File: src/hdl/axil_rd_bridge_pkg.sv
`default_nettype none

package axil_rd_bridge_pkg;

  // AXI field widths
  localparam int LEN_WIDTH   = 8;
  localparam int SIZE_WIDTH  = 3;
  localparam int BURST_WIDTH = 2;
  localparam int RESP_WIDTH  = 2;

  // Burst type codes
  localparam logic [BURST_WIDTH-1:0] BURST_FIXED = 2'b00;
  localparam logic [BURST_WIDTH-1:0] BURST_INCR  = 2'b01;
  localparam logic [BURST_WIDTH-1:0] BURST_WRAP  = 2'b10;

  // Response codes
  localparam logic [RESP_WIDTH-1:0] RESP_OKAY   = 2'b00;
  localparam logic [RESP_WIDTH-1:0] RESP_SLVERR = 2'b10;

endpackage

`default_nettype wire
File: src/hdl/axi_axil_bridge_rd.sv
`default_nettype none

// AXI to AXI-Lite read bridge, same data width on both sides
module axi_axil_bridge_rd #(
  parameter int ADDR_WIDTH = 16,
  parameter int DATA_WIDTH = 32,
  parameter int ID_WIDTH   = 4,
  parameter int TAG_DEPTH  = 4
) (
  input  logic                                        clk,
  input  logic                                        i_rst,

  // AXI subordinate, read only
  input  logic                                        i_axi_arvalid,
  input  logic [ID_WIDTH-1:0]                         i_axi_arid,
  input  logic [ADDR_WIDTH-1:0]                       i_axi_araddr,
  input  logic [axil_rd_bridge_pkg::LEN_WIDTH-1:0]    i_axi_arlen,
  input  logic [axil_rd_bridge_pkg::SIZE_WIDTH-1:0]   i_axi_arsize,
  input  logic [axil_rd_bridge_pkg::BURST_WIDTH-1:0]  i_axi_arburst,
  output logic                                        o_axi_arready,
  output logic                                        o_axi_rvalid,
  output logic [ID_WIDTH-1:0]                         o_axi_rid,
  output logic [DATA_WIDTH-1:0]                       o_axi_rdata,
  output logic [axil_rd_bridge_pkg::RESP_WIDTH-1:0]   o_axi_rresp,
  output logic                                        o_axi_rlast,
  input  logic                                        i_axi_rready,

  // AXI-Lite manager
  output logic                                        o_axil_arvalid,
  output logic [ADDR_WIDTH-1:0]                       o_axil_araddr,
  input  logic                                        i_axil_arready,
  input  logic                                        i_axil_rvalid,
  input  logic [DATA_WIDTH-1:0]                       i_axil_rdata,
  input  logic [axil_rd_bridge_pkg::RESP_WIDTH-1:0]   i_axil_rresp,
  output logic                                        o_axil_rready
);

  logic                  beat_valid;
  logic [ADDR_WIDTH-1:0] beat_addr;
  logic [ID_WIDTH-1:0]   beat_id;
  logic                  beat_last;
  logic                  beat_ready;

  axi_burst_iter_ar #(
    .ADDR_WIDTH(ADDR_WIDTH),
    .DATA_WIDTH(DATA_WIDTH),
    .ID_WIDTH  (ID_WIDTH)
  ) u_burst_iter (
    .clk          (clk),
    .i_rst        (i_rst),
    .i_axi_arvalid(i_axi_arvalid),
    .i_axi_arid   (i_axi_arid),
    .i_axi_araddr (i_axi_araddr),
    .i_axi_arlen  (i_axi_arlen),
    .i_axi_arsize (i_axi_arsize),
    .i_axi_arburst(i_axi_arburst),
    .o_axi_arready(o_axi_arready),
    .o_beat_valid (beat_valid),
    .o_beat_addr  (beat_addr),
    .o_beat_id    (beat_id),
    .o_beat_last  (beat_last),
    .i_beat_ready (beat_ready)
  );

  axil_reflect_rd #(
    .ADDR_WIDTH(ADDR_WIDTH),
    .DATA_WIDTH(DATA_WIDTH),
    .ID_WIDTH  (ID_WIDTH),
    .TAG_DEPTH (TAG_DEPTH)
  ) u_reflect (
    .clk           (clk),
    .i_rst         (i_rst),
    .i_beat_valid  (beat_valid),
    .i_beat_addr   (beat_addr),
    .i_beat_id     (beat_id),
    .i_beat_last   (beat_last),
    .o_beat_ready  (beat_ready),
    .o_axil_arvalid(o_axil_arvalid),
    .o_axil_araddr (o_axil_araddr),
    .i_axil_arready(i_axil_arready),
    .i_axil_rvalid (i_axil_rvalid),
    .i_axil_rdata  (i_axil_rdata),
    .i_axil_rresp  (i_axil_rresp),
    .o_axil_rready (o_axil_rready),
    .o_axi_rvalid  (o_axi_rvalid),
    .o_axi_rid     (o_axi_rid),
    .o_axi_rdata   (o_axi_rdata),
    .o_axi_rresp   (o_axi_rresp),
    .o_axi_rlast   (o_axi_rlast),
    .i_axi_rready  (i_axi_rready)
  );

endmodule

`default_nettype wire

File: src/hdl/axil_reflect_rd.sv
`default_nettype none

// Issues one AXI-Lite read per beat and tags the returned data
module axil_reflect_rd #(
  parameter int ADDR_WIDTH = 16,
  parameter int DATA_WIDTH = 32,
  parameter int ID_WIDTH   = 4,
  parameter int TAG_DEPTH  = 4
) (
  input  logic                                      clk,
  input  logic                                      i_rst,

  // Beats from the iterator
  input  logic                                      i_beat_valid,
  input  logic [ADDR_WIDTH-1:0]                     i_beat_addr,
  input  logic [ID_WIDTH-1:0]                       i_beat_id,
  input  logic                                      i_beat_last,
  output logic                                      o_beat_ready,

  // AXI-Lite manager side
  output logic                                      o_axil_arvalid,
  output logic [ADDR_WIDTH-1:0]                     o_axil_araddr,
  input  logic                                      i_axil_arready,
  input  logic                                      i_axil_rvalid,
  input  logic [DATA_WIDTH-1:0]                     i_axil_rdata,
  input  logic [axil_rd_bridge_pkg::RESP_WIDTH-1:0] i_axil_rresp,
  output logic                                      o_axil_rready,

  // AXI R channel
  output logic                                      o_axi_rvalid,
  output logic [ID_WIDTH-1:0]                       o_axi_rid,
  output logic [DATA_WIDTH-1:0]                     o_axi_rdata,
  output logic [axil_rd_bridge_pkg::RESP_WIDTH-1:0] o_axi_rresp,
  output logic                                      o_axi_rlast,
  input  logic                                      i_axi_rready
);

  localparam int TAG_WIDTH = ID_WIDTH + 1;

  logic                 tag_full;
  logic                 tag_empty;
  logic                 tag_push;
  logic                 tag_pop;
  logic [TAG_WIDTH-1:0] tag_push_data;
  logic [TAG_WIDTH-1:0] tag_pop_data;

  // AR side, stalled while every tag slot is in use
  assign o_axil_arvalid = i_beat_valid && !tag_full;
  assign o_axil_araddr  = i_beat_addr;
  assign o_beat_ready   = i_axil_arready && !tag_full;

  assign tag_push      = o_axil_arvalid && i_axil_arready;
  assign tag_push_data = {i_beat_id, i_beat_last};

  // R side is a pure pass-through
  assign o_axi_rvalid  = i_axil_rvalid;
  assign o_axi_rdata   = i_axil_rdata;
  assign o_axi_rresp   = i_axil_rresp;
  assign o_axil_rready = i_axi_rready;

  // AXI-Lite returns in order, so the oldest tag matches
  assign {o_axi_rid, o_axi_rlast} = tag_pop_data;
  assign tag_pop = i_axil_rvalid && i_axi_rready;

  axil_tag_fifo #(
    .WIDTH(TAG_WIDTH),
    .DEPTH(TAG_DEPTH)
  ) u_tag_fifo (
    .clk        (clk),
    .i_rst      (i_rst),
    .i_push     (tag_push),
    .i_push_data(tag_push_data),
    .i_pop      (tag_pop),
    .o_pop_data (tag_pop_data),
    .o_full     (tag_full),
    .o_empty    (tag_empty)
  );

  // Read data only for reads this bridge has issued
  a_rvalid_has_tag: assert property (
    @(posedge clk) disable iff (i_rst)
    i_axil_rvalid |-> !tag_empty
  );

endmodule

`default_nettype wire

File: src/hdl/axil_tag_fifo.sv
`default_nettype none

// Small synchronous FIFO for the tags of outstanding reads
module axil_tag_fifo #(
  parameter int WIDTH = 5,
  parameter int DEPTH = 4
) (
  input  logic             clk,
  input  logic             i_rst,
  input  logic             i_push,
  input  logic [WIDTH-1:0] i_push_data,
  input  logic             i_pop,
  output logic [WIDTH-1:0] o_pop_data,
  output logic             o_full,
  output logic             o_empty
);

  localparam int PTR_WIDTH = (DEPTH > 1) ? $clog2(DEPTH) : 1;
  localparam int CNT_WIDTH = $clog2(DEPTH + 1);
  localparam logic [PTR_WIDTH-1:0] LAST_PTR  = PTR_WIDTH'(DEPTH - 1);
  localparam logic [CNT_WIDTH-1:0] FULL_CNT  = CNT_WIDTH'(DEPTH);
  localparam logic [CNT_WIDTH-1:0] CNT_ONE   = CNT_WIDTH'(1);

  logic [WIDTH-1:0]     mem [DEPTH];
  logic [PTR_WIDTH-1:0] wr_ptr;
  logic [PTR_WIDTH-1:0] rd_ptr;
  logic [CNT_WIDTH-1:0] count;

  // Oldest entry always visible
  assign o_pop_data = mem[rd_ptr];
  assign o_full     = (count == FULL_CNT);
  assign o_empty    = (count == '0);

  always_ff @(posedge clk) begin
    if (i_push) begin
      mem[wr_ptr] <= i_push_data;
    end
  end

  always_ff @(posedge clk) begin
    if (i_rst) begin
      wr_ptr <= '0;
      rd_ptr <= '0;
      count  <= '0;
    end else begin
      if (i_push) begin
        wr_ptr <= (wr_ptr == LAST_PTR) ? '0 : wr_ptr + 1'b1;
      end
      if (i_pop) begin
        rd_ptr <= (rd_ptr == LAST_PTR) ? '0 : rd_ptr + 1'b1;
      end
      // Simultaneous push and pop leaves count unchanged
      case ({i_push, i_pop})
        2'b10:   count <= count + CNT_ONE;
        2'b01:   count <= count - CNT_ONE;
        default: count <= count;
      endcase
    end
  end

  a_no_push_full: assert property (
    @(posedge clk) disable iff (i_rst) i_push |-> !o_full
  );

  a_no_pop_empty: assert property (
    @(posedge clk) disable iff (i_rst) i_pop |-> !o_empty
  );

endmodule

`default_nettype wire

File: src/hdl/axi_burst_iter_ar.sv
`default_nettype none

// Splits one AXI read burst into single beat addresses
module axi_burst_iter_ar #(
  parameter int ADDR_WIDTH = 16,
  parameter int DATA_WIDTH = 32,
  parameter int ID_WIDTH   = 4
) (
  input  logic                                        clk,
  input  logic                                        i_rst,

  // AXI AR channel, held by the manager until o_axi_arready
  input  logic                                        i_axi_arvalid,
  input  logic [ID_WIDTH-1:0]                         i_axi_arid,
  input  logic [ADDR_WIDTH-1:0]                       i_axi_araddr,
  input  logic [axil_rd_bridge_pkg::LEN_WIDTH-1:0]    i_axi_arlen,
  input  logic [axil_rd_bridge_pkg::SIZE_WIDTH-1:0]   i_axi_arsize,
  input  logic [axil_rd_bridge_pkg::BURST_WIDTH-1:0]  i_axi_arburst,
  output logic                                        o_axi_arready,

  // Beat channel
  output logic                                        o_beat_valid,
  output logic [ADDR_WIDTH-1:0]                       o_beat_addr,
  output logic [ID_WIDTH-1:0]                         o_beat_id,
  output logic                                        o_beat_last,
  input  logic                                        i_beat_ready
);

  localparam logic [ADDR_WIDTH-1:0] ADDR_ONE = ADDR_WIDTH'(1);
  localparam logic [axil_rd_bridge_pkg::LEN_WIDTH-1:0] LEN_ONE =
    axil_rd_bridge_pkg::LEN_WIDTH'(1);

  // Set once the first beat has transferred, cleared after the last
  logic                                     busy;
  logic [axil_rd_bridge_pkg::LEN_WIDTH-1:0] beat_cnt;
  logic [ADDR_WIDTH-1:0]                    cur_addr;

  logic [axil_rd_bridge_pkg::LEN_WIDTH-1:0] beat_idx;
  logic                                     beat_xfer;
  logic [ADDR_WIDTH-1:0]                    size_bytes;
  logic [ADDR_WIDTH-1:0]                    align_mask;
  logic [ADDR_WIDTH-1:0]                    incr_addr;
  logic [ADDR_WIDTH-1:0]                    wrap_mask;
  logic [ADDR_WIDTH-1:0]                    next_addr;

  // First beat comes straight from the AR inputs
  assign beat_idx     = busy ? beat_cnt : '0;
  assign o_beat_valid = i_axi_arvalid;
  assign o_beat_addr  = busy ? cur_addr : i_axi_araddr;
  assign o_beat_id    = i_axi_arid;
  assign o_beat_last  = (beat_idx == i_axi_arlen);

  assign beat_xfer     = o_beat_valid && i_beat_ready;
  // AR is accepted only when the whole burst has been issued
  assign o_axi_arready = beat_xfer && o_beat_last;

  assign size_bytes = ADDR_ONE << i_axi_arsize;
  assign align_mask = size_bytes - ADDR_ONE;

  // Later beats of an unaligned start land on size boundaries
  assign incr_addr = (o_beat_addr & ~align_mask) + size_bytes;

  // Wrap window is size times beat count, always a power of two
  assign wrap_mask = ((ADDR_WIDTH'(i_axi_arlen) + ADDR_ONE) << i_axi_arsize) - ADDR_ONE;

  always_comb begin
    case (i_axi_arburst)
      axil_rd_bridge_pkg::BURST_FIXED: begin
        next_addr = o_beat_addr;
      end
      axil_rd_bridge_pkg::BURST_WRAP: begin
        next_addr = (o_beat_addr & ~wrap_mask) | (incr_addr & wrap_mask);
      end
      // INCR, reserved code treated the same
      default: begin
        next_addr = incr_addr;
      end
    endcase
  end

  always_ff @(posedge clk) begin
    if (i_rst) begin
      busy     <= 1'b0;
      beat_cnt <= '0;
    end else if (beat_xfer) begin
      busy     <= !o_beat_last;
      beat_cnt <= o_beat_last ? '0 : beat_idx + LEN_ONE;
    end
  end

  always_ff @(posedge clk) begin
    if (beat_xfer) begin
      cur_addr <= next_addr;
    end
  end

  // Beat size must fit the data bus
  a_size_fits_bus: assert property (
    @(posedge clk) disable iff (i_rst)
    i_axi_arvalid |-> ((32'd8 << i_axi_arsize) <= DATA_WIDTH)
  );

  // WRAP lengths limited to 2, 4, 8 or 16 beats
  a_wrap_len: assert property (
    @(posedge clk) disable iff (i_rst)
    (i_axi_arvalid && i_axi_arburst == axil_rd_bridge_pkg::BURST_WRAP) |->
      (i_axi_arlen inside {8'd1, 8'd3, 8'd7, 8'd15})
  );

  // Beats after the first read the AR payload, so it must hold until accepted
  a_ar_hold: assert property (
    @(posedge clk) disable iff (i_rst)
    (i_axi_arvalid && !o_axi_arready) |=>
      (i_axi_arvalid && $stable(i_axi_araddr) && $stable(i_axi_arlen) &&
       $stable(i_axi_arsize) && $stable(i_axi_arburst) && $stable(i_axi_arid))
  );

endmodule

`default_nettype wire

File: config.mk
export PLATFORM = sky130hd
export DESIGN_NAME = axi_axil_bridge_rd
export DESIGN_NICKNAME = d
export VERILOG_FILES = /design/src/hdl/axil_rd_bridge_pkg.sv /design/src/hdl/axi_axil_bridge_rd.sv /design/src/hdl/axil_reflect_rd.sv /design/src/hdl/axil_tag_fifo.sv /design/src/hdl/axi_burst_iter_ar.sv
export SDC_FILE = /design/constraint.sdc
export NUM_CORES = 1
export LEC_CHECK = 0
export ABC_CLOCK_PERIOD_IN_PS = 5100
export BUFFER_PORTS_ARGS = -buffer_cell sky130_fd_sc_hd__buf_2
export CORE_MARGIN = 4
export CORE_UTILIZATION = 50
export DETAILED_ROUTE_END_ITERATION = 10
export PLACE_DENSITY = 0.76
export SETUP_SLACK_MARGIN = 0.05
export SLEW_MARGIN = 20
export SYNTH_ARGS = -nofsm -noshare
export SYNTH_HDL_FRONTEND = slang
export SYNTH_HIERARCHICAL = 1
export SYNTH_SLANG_ARGS = --single-unit
export TNS_END_PERCENT = 10
File: constraint.sdc
create_clock -name clk -period 5.1 [get_ports clk]
set_input_delay 1.02 -clock clk [delete_from_list [all_inputs] [get_ports clk]]
set_output_delay 1.02 -clock clk [all_outputs]
set_load 0.01 [all_outputs]
==> impl_metrics.py <==
metrics = {
    "status": {
        "status": "finished clean",
    },
    "clock_tree": {
        "cts_root_buf": "clkbuf_8",
        "postCtsHoldBufs": 0,
        "cts.clk_slew.worst_paths_ps": 100,
        "cts_sinks": 54,
        "h-tree-depth": 2,
        "clk-insertion-delay-late_ps": 310,
        "postCtsSetupRepairBufs": 0,
        "ctsResizeCount": 0,
        "tritoncts": "done",
        "cts_buffer_depth": 2,
        "cts_buffers": 5,
    },
    "final_layout": {
        "multi_input_area_um2": 3080,
        "regArea_um2": 1440,
        "instances_no_fill": 724,
        "finalNetCount": 673,
        "final_core_utilization_pct": 50.9,
        "syn_to_final_growth_pct": -0.685,
        "antenna_cells": 0,
        "n_fill_cell": 957,
        "drive_above_1_share_pct": 21.1,
    },
    "setup_path": {
        "startpoint_type": "input port",
        "cp.arrival_ps": 4050,
        "criticalPathCategory": "in -> reg",
        "cp_max_fo": 10,
        "reg2reg_setup_slack_ps": 1500,
        "worstPathRequired_ps": 5180,
        "cp-end-kind": "flip-flop",
    },
    "sta": {
        "worst_slew_pin_slew_ps": 814,
        "drv_slew": 0,
        "fin_tns_setup_ps": 0,
        "fmax_mhz": 252,
        "period_minus_slack_ps": 3970,
        "setup_slack_ps": 1130,
        "finalCritPeriodShare_pct": 77.8,
        "hold_ws_ps": 485,
        "finalSetupViolCount": 0,
        "relSlewSlack_pct": 45.4,
        "finClkSkew_ps": 10.1,
        "hold_violations": 0,
        "rsz0062_at_grt": "false",
    },
    "route": {
        "detail-route-antenna-nets": 0,
        "drt-initial-drc-count": 448,
        "drt_first_pass_iters": 5,
        "via_per_inst": 6.14,
        "drc_errors": 0,
        "post_drt_wl_per_cell_um": 17.4,
        "via_count": 4447,
        "routed_wl_um": 12600,
    },
    "global_routing": {
        "first_global_vias": 4334,
        "grt_pass1_wl_um": 20900,
        "overflow": 0,
        "antenna_found_initial": 0,
        "grt_max_degree": 39,
        "track_usage_pct": 19.9,
    },
    "floorplan": {
        "die_h_um": 111,
        "row_count": 37,
        "die_w_um": 111,
        "initial_core_util_pct": 51.3,
        "die_area_um2": 12300,
        "io_pins": 132,
        "core_um2": 10300,
    },
    "placed_design": {
        "portBuffers": 63,
        "gp_congestion": 0.864,
        "post-place-ws_ps": 865,
        "dpl.cell_count": 716,
        "dp_hpwl_um": 9520,
    },
    "pwr": {
        "leakage_nw": 1.88,
        "ir_drop_uv": 123,
        "powerDensity_nw_per_um2": 218,
    },
    "logic_synthesis": {
        "syn_inst": 605,
        "yosys_warnings": 6,
        "synth.cell_area_um2": 5300,
        "synth.avg_cell_area_um2": 8.75,
        "syn_nets": 691,
    },
    "hold_path": {
        "hp-class": "reg -> reg",
    },
    "flow_run": {
        "maxCapViolations": 0,
    },
}
-- worst paths after layout --
kind,startpoint,end,cells past startpoint
worst min-delay path,u_burst_iter/beat_cnt[1],u_burst_iter/beat_cnt[1],2
worst max register to register,u_burst_iter/busy,u_burst_iter/cur_addr[15],12
worst min register to register,u_burst_iter/beat_cnt[1],u_burst_iter/beat_cnt[1],2
worst max-delay path,i_axi_arsize[1],u_burst_iter/cur_addr[15],13
-- registers in the layout (all words and copies together), names as in the netlist, named ones only --
register / count
u_reflect/u_tag_fifo/mem: 20
u_burst_iter/cur_addr: 16
u_burst_iter/beat_cnt: 8
u_reflect/u_tag_fifo/count: 3
u_reflect/u_tag_fifo/rd_ptr: 2
u_reflect/u_tag_fifo/wr_ptr: 2
u_burst_iter/busy: 1
-- routing by layer --
metal  vias to the layer above  global-route usage [%]  part of all wire [%]
met5                         -                       0                     0
met4                         0                    6.57                   1.7
met3                        31                    2.89                   7.5
met2                       185                    32.1                    46
met1                      2078                    27.5                    44
li1                       2153                       -                     -
-- layout make-up --
type | count | share of cell area (%)
Multi-Input combinational cell | 434 | 58.6
Sequential cell | 54 | 27.4
Clock buffer | 5 | 1.31
Clock inverter | 3 | 0.904
Timing Repair Buffer | 69 | 6.85
Tap cell | 136 | 3.24
Inverter | 23 | 1.64
-- through the flow --
stage          power (mW)  cell area [um2]
2_1_floorplan       0.816             5300
3_3_place_gp        0.840             5140
3_5_place_dp        0.852             5140
4_1_cts              1.15             5260
5_1_grt              1.21             5260
6_report             1.14             5260
-- worst max-delay path: stages --
cell      delay, ps
buf_2            90
clkinv_1        280
nor2_1          440
nor2_1          100
ha_1            330
and2_1          190
o2111a_1        160
o311a_1         360
o21ai_0         330
nor2_1          150
mux2i_1         150
a2111o_1        340
o21a_1          100
-- cells in the final DEF, fill, tap and decap left out, drive strengths merged, types with 6 or more instances in the layout --
master and count:
o211ai 10, inv 23, edfxtp 36, nand4 7, nand2 44, buf 69
ha 12, dfxtp 18, o31ai 7, a31oi 6, a22oi 7, mux2 12
and2 15, or3 7, xnor2 15, o21ai 31, a211oi 11, mux2i 15
nor2b 9, a21oi 35, xor2 11, nand3 23, nor2 44, nor4 6
and3 9, nor3 16
-- where the power goes --
group	leakage, nW	switching, mW	total, mW	internal, mW
Sequential	0.474	0.0113	0.501	0.490
Clock	0.0606	0.147	0.297	0.150
Combinational	1.34	0.212	0.345	0.133
(Power assumes the default switching activity.)
